==> config.mk <==
export PLATFORM = sky130hd
export DESIGN_NAME = core_top
export DESIGN_NICKNAME = d
export VERILOG_FILES = /design/src/rtl/core_pkg.sv /design/src/rtl/core_dbg.sv /design/src/rtl/core_top.sv /design/src/rtl/ex_stage.sv /design/src/rtl/id_stage.sv /design/src/rtl/if_stage.sv /design/src/rtl/mem_wb_stage.sv /design/src/rtl/register_file.sv
export SDC_FILE = /design/constraint.sdc
export NUM_CORES = 2
export LEC_CHECK = 0
export BUFFER_PORTS_ARGS = -buffer_cell sky130_fd_sc_hd__buf_2
export CAP_MARGIN = 30
export CELL_PAD_IN_SITES_DETAIL_PLACEMENT = 1
export CELL_PAD_IN_SITES_GLOBAL_PLACEMENT = 2
export CORE_MARGIN = 2
export CORE_UTILIZATION = 52
export CTS_BUF_LIST = sky130_fd_sc_hd__clkbuf_2
export DETAILED_ROUTE_END_ITERATION = 12
export PLACE_DENSITY_LB_ADDON = 0.05
export SLEW_MARGIN = 40
export SYNTH_ARGS = -nofsm -noshare
export SYNTH_HDL_FRONTEND = slang
export SYNTH_SLANG_ARGS = --single-unit
==> constraint.sdc <==
create_clock -name clk -period 35.6 [get_ports clk]
set_clock_uncertainty 0.2 [all_clocks]
set_input_delay 7.12 -clock clk [delete_from_list [all_inputs] [get_ports clk]]
set_output_delay 7.12 -clock clk [all_outputs]
set_load 0.005 [all_outputs]
==> src/rtl/core_pkg.sv <==
// Shared types for the RV32I subset core. Addresses are byte addresses, and all
// memory accesses are full 32-bit words.
package core_pkg;

    typedef logic [31:0] xlen_t;
    typedef logic [4:0]  reg_addr_t;
    typedef logic [31:0] instr_t;

    // Major opcodes of the supported subset
    localparam logic [6:0] OPC_OP     = 7'b0110011;
    localparam logic [6:0] OPC_OP_IMM = 7'b0010011;
    localparam logic [6:0] OPC_LUI    = 7'b0110111;
    localparam logic [6:0] OPC_LOAD   = 7'b0000011;
    localparam logic [6:0] OPC_STORE  = 7'b0100011;
    localparam logic [6:0] OPC_BRANCH = 7'b1100011;
    localparam logic [6:0] OPC_JAL    = 7'b1101111;

    typedef enum logic [2:0] {
        ALU_ADD,
        ALU_SUB,
        ALU_AND,
        ALU_OR,
        ALU_XOR,
        ALU_SLT,
        ALU_PASS_B
    } alu_op_e;

    // --------------------------------------------------------------------------
    // Stage payloads
    // --------------------------------------------------------------------------
    typedef struct packed {
        instr_t instr;
        xlen_t  pc;
    } if_id_t;

    typedef struct packed {
        xlen_t     pc;
        xlen_t     rs1_val;
        xlen_t     rs2_val;
        xlen_t     imm;
        reg_addr_t rd;
        alu_op_e   alu_op;
        logic      use_imm;
        logic      is_load;
        logic      is_store;
        logic      is_beq;
        logic      is_bne;
        logic      is_jal;
        logic      writes_rd;
    } id_ex_t;

    typedef struct packed {
        xlen_t     result;
        xlen_t     store_data;
        reg_addr_t rd;
        logic      is_load;
        logic      is_store;
        logic      writes_rd;
    } ex_mem_t;

endpackage

==> src/rtl/core_dbg.sv <==
`timescale 1ns/1ps
// Halted is reported only once fetch, decode and execute are all empty.
module core_dbg (
    input  logic clk,
    input  logic rst_i,
    input  logic halt_req_i,
    input  logic if_valid_i,
    input  logic id_valid_i,
    input  logic ex_valid_i,
    output logic halt_core_o,
    output logic halted_o
);

    typedef enum logic [1:0] {
        ST_RUN,
        ST_DRAIN,
        ST_HALTED
    } dbg_state_e;

    dbg_state_e state_q;
    dbg_state_e state_d;
    logic       pipe_empty;

    assign pipe_empty = !(if_valid_i || id_valid_i || ex_valid_i);

    always_comb begin
        state_d = state_q;
        case (state_q)
            ST_RUN:    if (halt_req_i) state_d = ST_DRAIN;
            ST_DRAIN: begin
                if (!halt_req_i) begin
                    state_d = ST_RUN;
                end else if (pipe_empty) begin
                    state_d = ST_HALTED;
                end
            end
            ST_HALTED: if (!halt_req_i) state_d = ST_RUN;
            default:   state_d = ST_RUN;
        endcase
    end

    always_ff @(posedge clk) begin
        if (rst_i) begin
            state_q <= ST_RUN;
        end else begin
            state_q <= state_d;
        end
    end

    // Fetch stops as soon as a halt is pending
    assign halt_core_o = (state_q != ST_RUN);
    assign halted_o    = (state_q == ST_HALTED);

endmodule

==> src/rtl/core_top.sv <==
`timescale 1ns/1ps
// Both memories are read combinationally in the cycle of the request.
// Debug register reads are meant for use while dbg_halted_o is high.
module core_top import core_pkg::*; #(
    parameter xlen_t RESET_PC = 32'h0000_0000
) (
    input  logic      clk,
    input  logic      rst_i,
    output xlen_t     imem_addr_o,
    input  instr_t    imem_data_i,
    output logic      dmem_req_o,
    output logic      dmem_we_o,
    output xlen_t     dmem_addr_o,
    output xlen_t     dmem_wdata_o,
    input  xlen_t     dmem_rdata_i,
    input  logic      dbg_halt_i,
    output logic      dbg_halted_o,
    input  reg_addr_t dbg_reg_addr_i,
    output xlen_t     dbg_reg_data_o
);

    // IF to ID
    logic      if_id_valid;
    logic      id_if_ack;
    if_id_t    if_id;

    // ID to EX
    logic      id_ex_valid;
    logic      ex_id_ack;
    id_ex_t    id_ex;

    // EX to MEM/WB, ack is unused since MEM/WB never stalls
    logic      ex_mem_valid;
    ex_mem_t   ex_mem;

    // Redirect
    logic      branch;
    xlen_t     branch_target;

    // Register file
    reg_addr_t rs1_addr;
    reg_addr_t rs2_addr;
    xlen_t     rs1_data;
    xlen_t     rs2_data;
    logic      wb_en;
    reg_addr_t wb_rd;
    xlen_t     wb_data;

    logic      halt_core;

    // --------------------------------------------------------------------------
    // Pipeline stages
    // --------------------------------------------------------------------------
    if_stage #(
        .RESET_PC    ( RESET_PC      )
    ) if_stage_i (
        .clk         ( clk           ),
        .rst_i       ( rst_i         ),
        .halt_i      ( halt_core     ),
        .branch_i    ( branch        ),
        .target_i    ( branch_target ),
        .ack_i       ( id_if_ack     ),
        .valid_o     ( if_id_valid   ),
        .out_o       ( if_id         ),
        .imem_addr_o ( imem_addr_o   ),
        .imem_data_i ( imem_data_i   )
    );

    id_stage id_stage_i (
        .clk        ( clk         ),
        .rst_i      ( rst_i       ),
        .flush_i    ( branch      ),
        .valid_i    ( if_id_valid ),
        .in_i       ( if_id       ),
        .ack_o      ( id_if_ack   ),
        .rs1_addr_o ( rs1_addr    ),
        .rs2_addr_o ( rs2_addr    ),
        .rs1_data_i ( rs1_data    ),
        .rs2_data_i ( rs2_data    ),
        .wb_en_i    ( wb_en       ),
        .wb_rd_i    ( wb_rd       ),
        .ack_i      ( ex_id_ack   ),
        .valid_o    ( id_ex_valid ),
        .out_o      ( id_ex       )
    );

    ex_stage ex_stage_i (
        .clk      ( clk           ),
        .rst_i    ( rst_i         ),
        .valid_i  ( id_ex_valid   ),
        .in_i     ( id_ex         ),
        .ack_o    ( ex_id_ack     ),
        .valid_o  ( ex_mem_valid  ),
        .out_o    ( ex_mem        ),
        .branch_o ( branch        ),
        .target_o ( branch_target )
    );

    mem_wb_stage mem_wb_stage_i (
        .clk          ( clk          ),
        .rst_i        ( rst_i        ),
        .valid_i      ( ex_mem_valid ),
        .in_i         ( ex_mem       ),
        .ack_o        (              ),
        .dmem_req_o   ( dmem_req_o   ),
        .dmem_we_o    ( dmem_we_o    ),
        .dmem_addr_o  ( dmem_addr_o  ),
        .dmem_wdata_o ( dmem_wdata_o ),
        .dmem_rdata_i ( dmem_rdata_i ),
        .wb_en_o      ( wb_en        ),
        .wb_rd_o      ( wb_rd        ),
        .wb_data_o    ( wb_data      )
    );

    // --------------------------------------------------------------------------
    // Register file and debug
    // --------------------------------------------------------------------------
    register_file register_file_i (
        .clk        ( clk            ),
        .rst_i      ( rst_i          ),
        .rs1_addr_i ( rs1_addr       ),
        .rs2_addr_i ( rs2_addr       ),
        .rs1_data_o ( rs1_data       ),
        .rs2_data_o ( rs2_data       ),
        .wr_en_i    ( wb_en          ),
        .rd_i       ( wb_rd          ),
        .wr_data_i  ( wb_data        ),
        .dbg_addr_i ( dbg_reg_addr_i ),
        .dbg_data_o ( dbg_reg_data_o )
    );

    core_dbg core_dbg_i (
        .clk         ( clk          ),
        .rst_i       ( rst_i        ),
        .halt_req_i  ( dbg_halt_i   ),
        .if_valid_i  ( if_id_valid  ),
        .id_valid_i  ( id_ex_valid  ),
        .ex_valid_i  ( ex_mem_valid ),
        .halt_core_o ( halt_core    ),
        .halted_o    ( dbg_halted_o )
    );

endmodule

==> src/rtl/ex_stage.sv <==
`timescale 1ns/1ps
// Branches resolve here. A taken branch or JAL redirects fetch while it sits in
// the output slot, and nothing is accepted from decode in that cycle.
module ex_stage import core_pkg::*; (
    input  logic    clk,
    input  logic    rst_i,
    input  logic    valid_i,
    input  id_ex_t  in_i,
    output logic    ack_o,
    output logic    valid_o,
    output ex_mem_t out_o,
    output logic    branch_o,
    output xlen_t   target_o
);

    xlen_t   op_b;
    xlen_t   alu_res;
    logic    operands_eq;
    logic    taken;
    logic    accept;
    logic    valid_q;
    logic    taken_q;
    xlen_t   target_q;
    ex_mem_t out_q;

    assign op_b = in_i.use_imm ? in_i.imm : in_i.rs2_val;

    always_comb begin
        case (in_i.alu_op)
            ALU_ADD: alu_res = in_i.rs1_val + op_b;
            ALU_SUB: alu_res = in_i.rs1_val - op_b;
            ALU_AND: alu_res = in_i.rs1_val & op_b;
            ALU_OR:  alu_res = in_i.rs1_val | op_b;
            ALU_XOR: alu_res = in_i.rs1_val ^ op_b;
            ALU_SLT: alu_res = {31'b0, $signed(in_i.rs1_val) < $signed(op_b)};
            default: alu_res = op_b;
        endcase
    end

    // Branch decision always compares the two register operands
    assign operands_eq = (in_i.rs1_val == in_i.rs2_val);
    assign taken = in_i.is_jal || (in_i.is_beq && operands_eq)
                || (in_i.is_bne && !operands_eq);

    // Memory stage never stalls, so the only hold is our own redirect
    assign ack_o  = !branch_o;
    assign accept = valid_i && ack_o;

    always_ff @(posedge clk) begin
        if (rst_i) begin
            valid_q <= 1'b0;
        end else begin
            valid_q <= accept;
        end
    end

    always_ff @(posedge clk) begin
        if (accept) begin
            out_q.result     <= in_i.is_jal ? in_i.pc + 32'd4 : alu_res;
            out_q.store_data <= in_i.rs2_val;
            out_q.rd         <= in_i.rd;
            out_q.is_load    <= in_i.is_load;
            out_q.is_store   <= in_i.is_store;
            out_q.writes_rd  <= in_i.writes_rd;
            taken_q          <= taken;
            target_q         <= in_i.pc + in_i.imm;
        end
    end

    assign valid_o  = valid_q;
    assign out_o    = out_q;
    assign branch_o = valid_q && taken_q;
    assign target_o = target_q;

endmodule

==> src/rtl/id_stage.sv <==
`timescale 1ns/1ps
// Unsupported encodings pass on as no-ops. Loads and stores are treated as LW and SW.
// Read-after-write and write-after-write hazards stall here; there is no forwarding.
module id_stage import core_pkg::*; (
    input  logic      clk,
    input  logic      rst_i,
    input  logic      flush_i,
    input  logic      valid_i,
    input  if_id_t    in_i,
    output logic      ack_o,
    output reg_addr_t rs1_addr_o,
    output reg_addr_t rs2_addr_o,
    input  xlen_t     rs1_data_i,
    input  xlen_t     rs2_data_i,
    input  logic      wb_en_i,
    input  reg_addr_t wb_rd_i,
    input  logic      ack_i,
    output logic      valid_o,
    output id_ex_t    out_o
);

    instr_t      instr;
    logic [6:0]  opcode;
    logic [2:0]  funct3;
    reg_addr_t   rd;
    logic        uses_rs1;
    logic        uses_rs2;
    logic        hazard;
    logic [31:0] clr_mask;
    logic [31:0] slot_mask;
    logic [31:0] busy;
    logic [31:0] pending_q;
    logic        valid_q;
    id_ex_t      dec;
    id_ex_t      out_q;

    assign instr      = in_i.instr;
    assign opcode     = instr[6:0];
    assign funct3     = instr[14:12];
    assign rd         = instr[11:7];
    assign rs1_addr_o = instr[19:15];
    assign rs2_addr_o = instr[24:20];

    // --------------------------------------------------------------------------
    // Decode and immediate generation
    // --------------------------------------------------------------------------
    always_comb begin
        dec         = '0;
        dec.pc      = in_i.pc;
        dec.rs1_val = rs1_data_i;
        dec.rs2_val = rs2_data_i;
        dec.rd      = rd;
        dec.alu_op  = ALU_ADD;
        uses_rs1    = 1'b0;
        uses_rs2    = 1'b0;
        case (opcode)
            OPC_OP: begin
                uses_rs1      = 1'b1;
                uses_rs2      = 1'b1;
                dec.writes_rd = 1'b1;
                case (funct3)
                    3'b000:  dec.alu_op = instr[30] ? ALU_SUB : ALU_ADD;
                    3'b010:  dec.alu_op = ALU_SLT;
                    3'b100:  dec.alu_op = ALU_XOR;
                    3'b110:  dec.alu_op = ALU_OR;
                    3'b111:  dec.alu_op = ALU_AND;
                    default: dec.writes_rd = 1'b0;
                endcase
            end
            OPC_OP_IMM: begin
                // ADDI only
                uses_rs1      = 1'b1;
                dec.use_imm   = 1'b1;
                dec.imm       = {{20{instr[31]}}, instr[31:20]};
                dec.writes_rd = (funct3 == 3'b000);
            end
            OPC_LUI: begin
                dec.alu_op    = ALU_PASS_B;
                dec.use_imm   = 1'b1;
                dec.imm       = {instr[31:12], 12'b0};
                dec.writes_rd = 1'b1;
            end
            OPC_LOAD: begin
                uses_rs1      = 1'b1;
                dec.use_imm   = 1'b1;
                dec.imm       = {{20{instr[31]}}, instr[31:20]};
                dec.is_load   = 1'b1;
                dec.writes_rd = 1'b1;
            end
            OPC_STORE: begin
                uses_rs1     = 1'b1;
                uses_rs2     = 1'b1;
                dec.use_imm  = 1'b1;
                dec.imm      = {{20{instr[31]}}, instr[31:25], instr[11:7]};
                dec.is_store = 1'b1;
            end
            OPC_BRANCH: begin
                uses_rs1   = 1'b1;
                uses_rs2   = 1'b1;
                dec.imm    = {{19{instr[31]}}, instr[31], instr[7], instr[30:25],
                              instr[11:8], 1'b0};
                dec.is_beq = (funct3 == 3'b000);
                dec.is_bne = (funct3 == 3'b001);
            end
            OPC_JAL: begin
                dec.imm       = {{11{instr[31]}}, instr[31], instr[19:12], instr[20],
                                 instr[30:21], 1'b0};
                dec.is_jal    = 1'b1;
                dec.writes_rd = 1'b1;
            end
            default: ;
        endcase
        // x0 is never tracked or written
        dec.writes_rd = dec.writes_rd && (rd != 5'd0);
    end

    // --------------------------------------------------------------------------
    // Scoreboard
    // --------------------------------------------------------------------------
    // Marks are set on issue to EX; the slot's own rd counts as busy until then
    always_comb begin
        clr_mask  = '0;
        slot_mask = '0;
        if (wb_en_i) begin
            clr_mask[wb_rd_i] = 1'b1;
        end
        if (valid_q && out_q.writes_rd) begin
            slot_mask[out_q.rd] = 1'b1;
        end
    end

    // Register being written back is readable through the register file bypass
    assign busy   = (pending_q & ~clr_mask) | slot_mask;
    assign hazard = (uses_rs1 && busy[rs1_addr_o]) || (uses_rs2 && busy[rs2_addr_o])
                 || (dec.writes_rd && busy[rd]);
    assign ack_o  = valid_i && !flush_i && !hazard && (!valid_q || ack_i);

    always_ff @(posedge clk) begin
        if (rst_i) begin
            valid_q   <= 1'b0;
            pending_q <= '0;
        end else begin
            if (flush_i) begin
                valid_q <= 1'b0;
            end else if (ack_o) begin
                valid_q <= 1'b1;
            end else if (ack_i) begin
                valid_q <= 1'b0;
            end
            pending_q <= (pending_q & ~clr_mask) | (ack_i ? slot_mask : '0);
        end
    end

    always_ff @(posedge clk) begin
        if (ack_o) begin
            out_q <= dec;
        end
    end

    assign valid_o = valid_q;
    assign out_o   = out_q;

endmodule

==> src/rtl/if_stage.sv <==
`timescale 1ns/1ps
// Instruction memory must answer in the same cycle. RESET_PC must be word aligned.
module if_stage import core_pkg::*; #(
    parameter xlen_t RESET_PC = 32'h0000_0000
) (
    input  logic   clk,
    input  logic   rst_i,
    input  logic   halt_i,
    input  logic   branch_i,
    input  xlen_t  target_i,
    input  logic   ack_i,
    output logic   valid_o,
    output if_id_t out_o,
    output xlen_t  imem_addr_o,
    input  instr_t imem_data_i
);

    xlen_t  pc_q;
    logic   valid_q;
    if_id_t out_q;
    logic   fill;

    assign imem_addr_o = pc_q;

    // Slot takes a new word when empty or handed on this cycle
    assign fill = !halt_i && (!valid_q || ack_i);

    always_ff @(posedge clk) begin
        if (rst_i) begin
            pc_q    <= RESET_PC;
            valid_q <= 1'b0;
        end else if (branch_i) begin
            // Wrong-path word is dropped, fetch resumes at the target
            pc_q    <= target_i;
            valid_q <= 1'b0;
        end else if (fill) begin
            pc_q    <= pc_q + 32'd4;
            valid_q <= 1'b1;
        end else if (ack_i) begin
            valid_q <= 1'b0;
        end
    end

    always_ff @(posedge clk) begin
        if (fill) begin
            out_q.instr <= imem_data_i;
            out_q.pc    <= pc_q;
        end
    end

    assign valid_o = valid_q;
    assign out_o   = out_q;

endmodule

==> src/rtl/mem_wb_stage.sv <==
`timescale 1ns/1ps
// Data memory must answer in the same cycle. Only full-word accesses are issued.
module mem_wb_stage import core_pkg::*; (
    input  logic      clk,
    input  logic      rst_i,
    input  logic      valid_i,
    input  ex_mem_t   in_i,
    output logic      ack_o,
    output logic      dmem_req_o,
    output logic      dmem_we_o,
    output xlen_t     dmem_addr_o,
    output xlen_t     dmem_wdata_o,
    input  xlen_t     dmem_rdata_i,
    output logic      wb_en_o,
    output reg_addr_t wb_rd_o,
    output xlen_t     wb_data_o
);

    logic      accept;
    logic      wb_en_q;
    reg_addr_t wb_rd_q;
    xlen_t     wb_data_q;

    // Never stalls
    assign ack_o  = 1'b1;
    assign accept = valid_i && ack_o;

    // Access goes out in the cycle the instruction arrives
    assign dmem_req_o   = accept && (in_i.is_load || in_i.is_store);
    assign dmem_we_o    = accept && in_i.is_store;
    assign dmem_addr_o  = in_i.result;
    assign dmem_wdata_o = in_i.store_data;

    always_ff @(posedge clk) begin
        if (rst_i) begin
            wb_en_q <= 1'b0;
        end else begin
            wb_en_q <= accept && in_i.writes_rd && (in_i.rd != 5'd0);
        end
    end

    always_ff @(posedge clk) begin
        if (accept) begin
            wb_rd_q   <= in_i.rd;
            wb_data_q <= in_i.is_load ? dmem_rdata_i : in_i.result;
        end
    end

    assign wb_en_o   = wb_en_q;
    assign wb_rd_o   = wb_rd_q;
    assign wb_data_o = wb_data_q;

endmodule

==> src/rtl/register_file.sv <==
`timescale 1ns/1ps
// Core reads see a same-cycle write. The debug read returns one cycle after its address.
module register_file import core_pkg::*; (
    input  logic      clk,
    input  logic      rst_i,
    input  reg_addr_t rs1_addr_i,
    input  reg_addr_t rs2_addr_i,
    output xlen_t     rs1_data_o,
    output xlen_t     rs2_data_o,
    input  logic      wr_en_i,
    input  reg_addr_t rd_i,
    input  xlen_t     wr_data_i,
    input  reg_addr_t dbg_addr_i,
    output xlen_t     dbg_data_o
);

    xlen_t regs_q [31:1];
    xlen_t dbg_data_q;

    function automatic xlen_t read_port(input reg_addr_t addr);
        if (addr == 5'd0) begin
            return '0;
        end else if (wr_en_i && (rd_i == addr)) begin
            return wr_data_i;
        end
        return regs_q[addr];
    endfunction

    always_ff @(posedge clk) begin
        if (rst_i) begin
            for (int i = 1; i < 32; i++) begin
                regs_q[i] <= '0;
            end
        end else if (wr_en_i && (rd_i != 5'd0)) begin
            regs_q[rd_i] <= wr_data_i;
        end
    end

    always_ff @(posedge clk) begin
        dbg_data_q <= read_port(dbg_addr_i);
    end

    assign rs1_data_o = read_port(rs1_addr_i);
    assign rs2_data_o = read_port(rs2_addr_i);
    assign dbg_data_o = dbg_data_q;

endmodule

==> results.toml <==
[synthesis]
synth.area.top_cells = "edfxtp_1 47%, mux4_2 25%, and2_1 7.1%"
synth_area_um2 = 88500
ys_types = 89
synth.largest_area_cell = "edfxtp_1"
synth_area_per_cell_um2 = 14.1
synthCells = 6265
synth_edf_count = 1373
yosys_register_bits = 1485
ys_seq_area_share_pct = 49.1
netlist.area_leader.share_pct = 46.6
synthFlopType = "edfxtp_1"
async_reset_ff_share_pct = 0
yosysWarnings = 0

[timing]
hold_viol_final = 0
slew_headroom_pct = 8.40
hold-worst-slack_ns = 0.191
rsz0062_at_grt = "false"
fmax_mhz = 96.5
period_minus_slack_ns = 10.36
tightest_slew_ns = 1.37
fin_ws_ns = 25.24
finalMaxSlewViolations = 0
setup_viol = 0
fin_crit_sh_pct = 29.1
setup_tns_ns = 0

[setup_path]
critPathMaxFanout = 33
slowest_delay_ns = 0.47
startpoint_type = "flip-flop"
worst_setup_path_end_kind = "primary output"
worstPathArrival_ns = 3.04
slowest_stage = "buf_4"
path_cells = "buf_4 > o21a_1 > buf_2"
required_ns = 28.28
crit_type = "flip-flop to primary output"

[place]
dpl_cell_area_um2 = 92500
dp_hpwl_mm = 212
gp_congestion = 0.942
port_buffers = 202
post-place-ws_ns = 24.71

[cts]
postCtsSetupBuffers = 0
ctsHoldBuffers = 0
post_cts_resized = 0
clock-root-buffer = "clkbuf_2"
clk_latency_ns = 2.01
cts_buffers = 409
cts_tree = "yes"
htree_levels = 5
clk_pin_slew_ns = 0.10
cts.path.max_buffers = 4
cts.sinks = 1485

[power]
powerDensity_nw_per_um2 = 46.3
p_leak_nw = 35.5
ir_worst_vdd_mv = 0.0380
power_w = 0.00447

[min_path]
hold_class = "flip-flop to flip-flop"

[routing]
wl_per_cell_um = 37.1
first_pass_iters = 6
drc = 0
ant_nets = 0
finalWirelength_mm = 335
dr_total_vias = 62500
via_per_inst = 6.93
drtIter0Drc = 7975

[run_status]
status = "complete, no violations"

[global_routing]
grt_pass1_vias = 63900
antenna_found_initial = 21
grtUsageTotal_pct = 38.8
grt_pass1_wl_mm = 475
grt_remaining_overflow = 0
grt_max_degree = 145

[finish]
fin_area_um2 = 96400
syn2layout_area_growth_pct = 8.96
drive_gt1_share_pct = 32.9
layout_commonest_cell = "edfxtp_1"
final_cell_mix = "1,373 x edfxtp_1, 1,011 x and2_1, 969 x mux4_2"
nets = 6689
num-fill-cells = 16400

[die]
die-area_um2 = 173000
ios = 203
initial_utilization_pct = 52.3
dieWidth_um = 417
rows = 151
placeableCoreArea_um2 = 169000
fp.dieH_um = 417

[flow_run]
drv_cap = 0
Yosys cell counts (all sizes together) (28+ instances only):
| cell type | n |
|---|---|
| nand4 | 40 |
| buf | 177 |
| a21o | 48 |
| nor3 | 30 |
| and3 | 28 |
| xor2 | 43 |
| nand2 | 220 |
| nor4 | 30 |
| nor2 | 300 |
| a211oi | 114 |
| clkbuf | 474 |
| mux2i | 121 |
| and2 | 1011 |
| mux4 | 969 |
| a21oi | 136 |
| o21ai | 181 |
| ha | 137 |
| xnor2 | 70 |
| nand3 | 57 |
| mux2 | 57 |
| dfxtp | 112 |
| inv | 127 |
| edfxtp | 1373 |
final timing paths:
kind	cells after the start	slack [ns]	from	to
worst max-delay path	3	25.24	ex_stage_i.out_o[2]	dmem_req_o
worst min-delay path	0	0.19	if_stage_i.out_o[13]	id_stage_i.out_o[124]
worst max register to register	15	29.58	id_stage_i.out_o[47]	ex_stage_i.out_o[40]
worst min register to register	0	0.19	if_stage_i.out_o[13]	id_stage_i.out_o[124]
critical path, delay by kind of cell, from the launching register on:
kind	cells	cell delay [ns]
flops	1	0.33
buf+inv	2	0.58
compound gates	1	0.22
state kept, by name, summed over array words and instances, names as in the netlist, named ones only:
register and cells:
ex_stage_i.taken_q 1, id_stage_i.valid_o 1, core_dbg_i.state_q 2, register_file_i.dbg_data_o 32, if_stage_i.imem_addr_o 32, ex_stage_i.out_o 72, if_stage_i.valid_o 1, ex_stage_i.target_o 32
id_stage_i.out_o 143, mem_wb_stage_i.wb_en_o 1, register_file_i.regs_q 1024, mem_wb_stage_i.wb_data_o 32, id_stage_i.pending_q 32, mem_wb_stage_i.wb_rd_o 5, if_stage_i.out_o 64, ex_stage_i.valid_o 1
cells by family after synthesis:
kind of cell	share of synthesized area [%]
simple gates	11.5
flops	49.1
mux	26.8
buf+inv	3.61
compound gates	5.83
fa+ha+maj	2.01
xor+xnor	1.12
other cells	0.00424
routing by layer:
| layer | GRT usage (%) | share of wire, % | vias to the layer above |
|---|---|---|---|
| li1 | - | - | 25100 |
| met1 | 48.6 | 36 | 32400 |
| met2 | 60.4 | 47 | 4098 |
| met3 | 11.1 | 11 | 925 |
| met4 | 22.5 | 6.2 | 6 |
| met5 | 0 | 0.0099 | - |
power by group:
part | internal [W] | switching [W] | total, W
Sequential | 0.00202 | 0.000138 | 0.00216
Combinational | 0.000450 | 0.000590 | 0.00104
Clock | 0.000489 | 0.000777 | 0.00127
Total | 0.00296 | 0.00150 | 0.00447
final cells by class:
| cell class | count | area (µm²) | share of cell area (%) |
|---|---|---|---|
| Timing Repair Buffer | 421 | 3300 | 3.43 |
| Clock buffer | 634 | 3170 | 3.29 |
| Sequential cell | 1485 | 43500 | 45.1 |
| Inverter | 127 | 479 | 0.497 |
| Tap cell | 2218 | 2780 | 2.88 |
| Antenna cell | 15 | 37.5 | 0.0389 |
| Multi-Input combinational cell | 4033 | 42700 | 44.3 |
| Clock inverter | 90 | 438 | 0.454 |
through the flow:
stage               util [%]  cells
floorplan                  -   6296
global placement        54.2   8228
detailed placement      54.7   8276
CTS                     56.8   9000
global route            56.9   9014
finish                  57.0   9023
(Power assumes the default switching activity.)
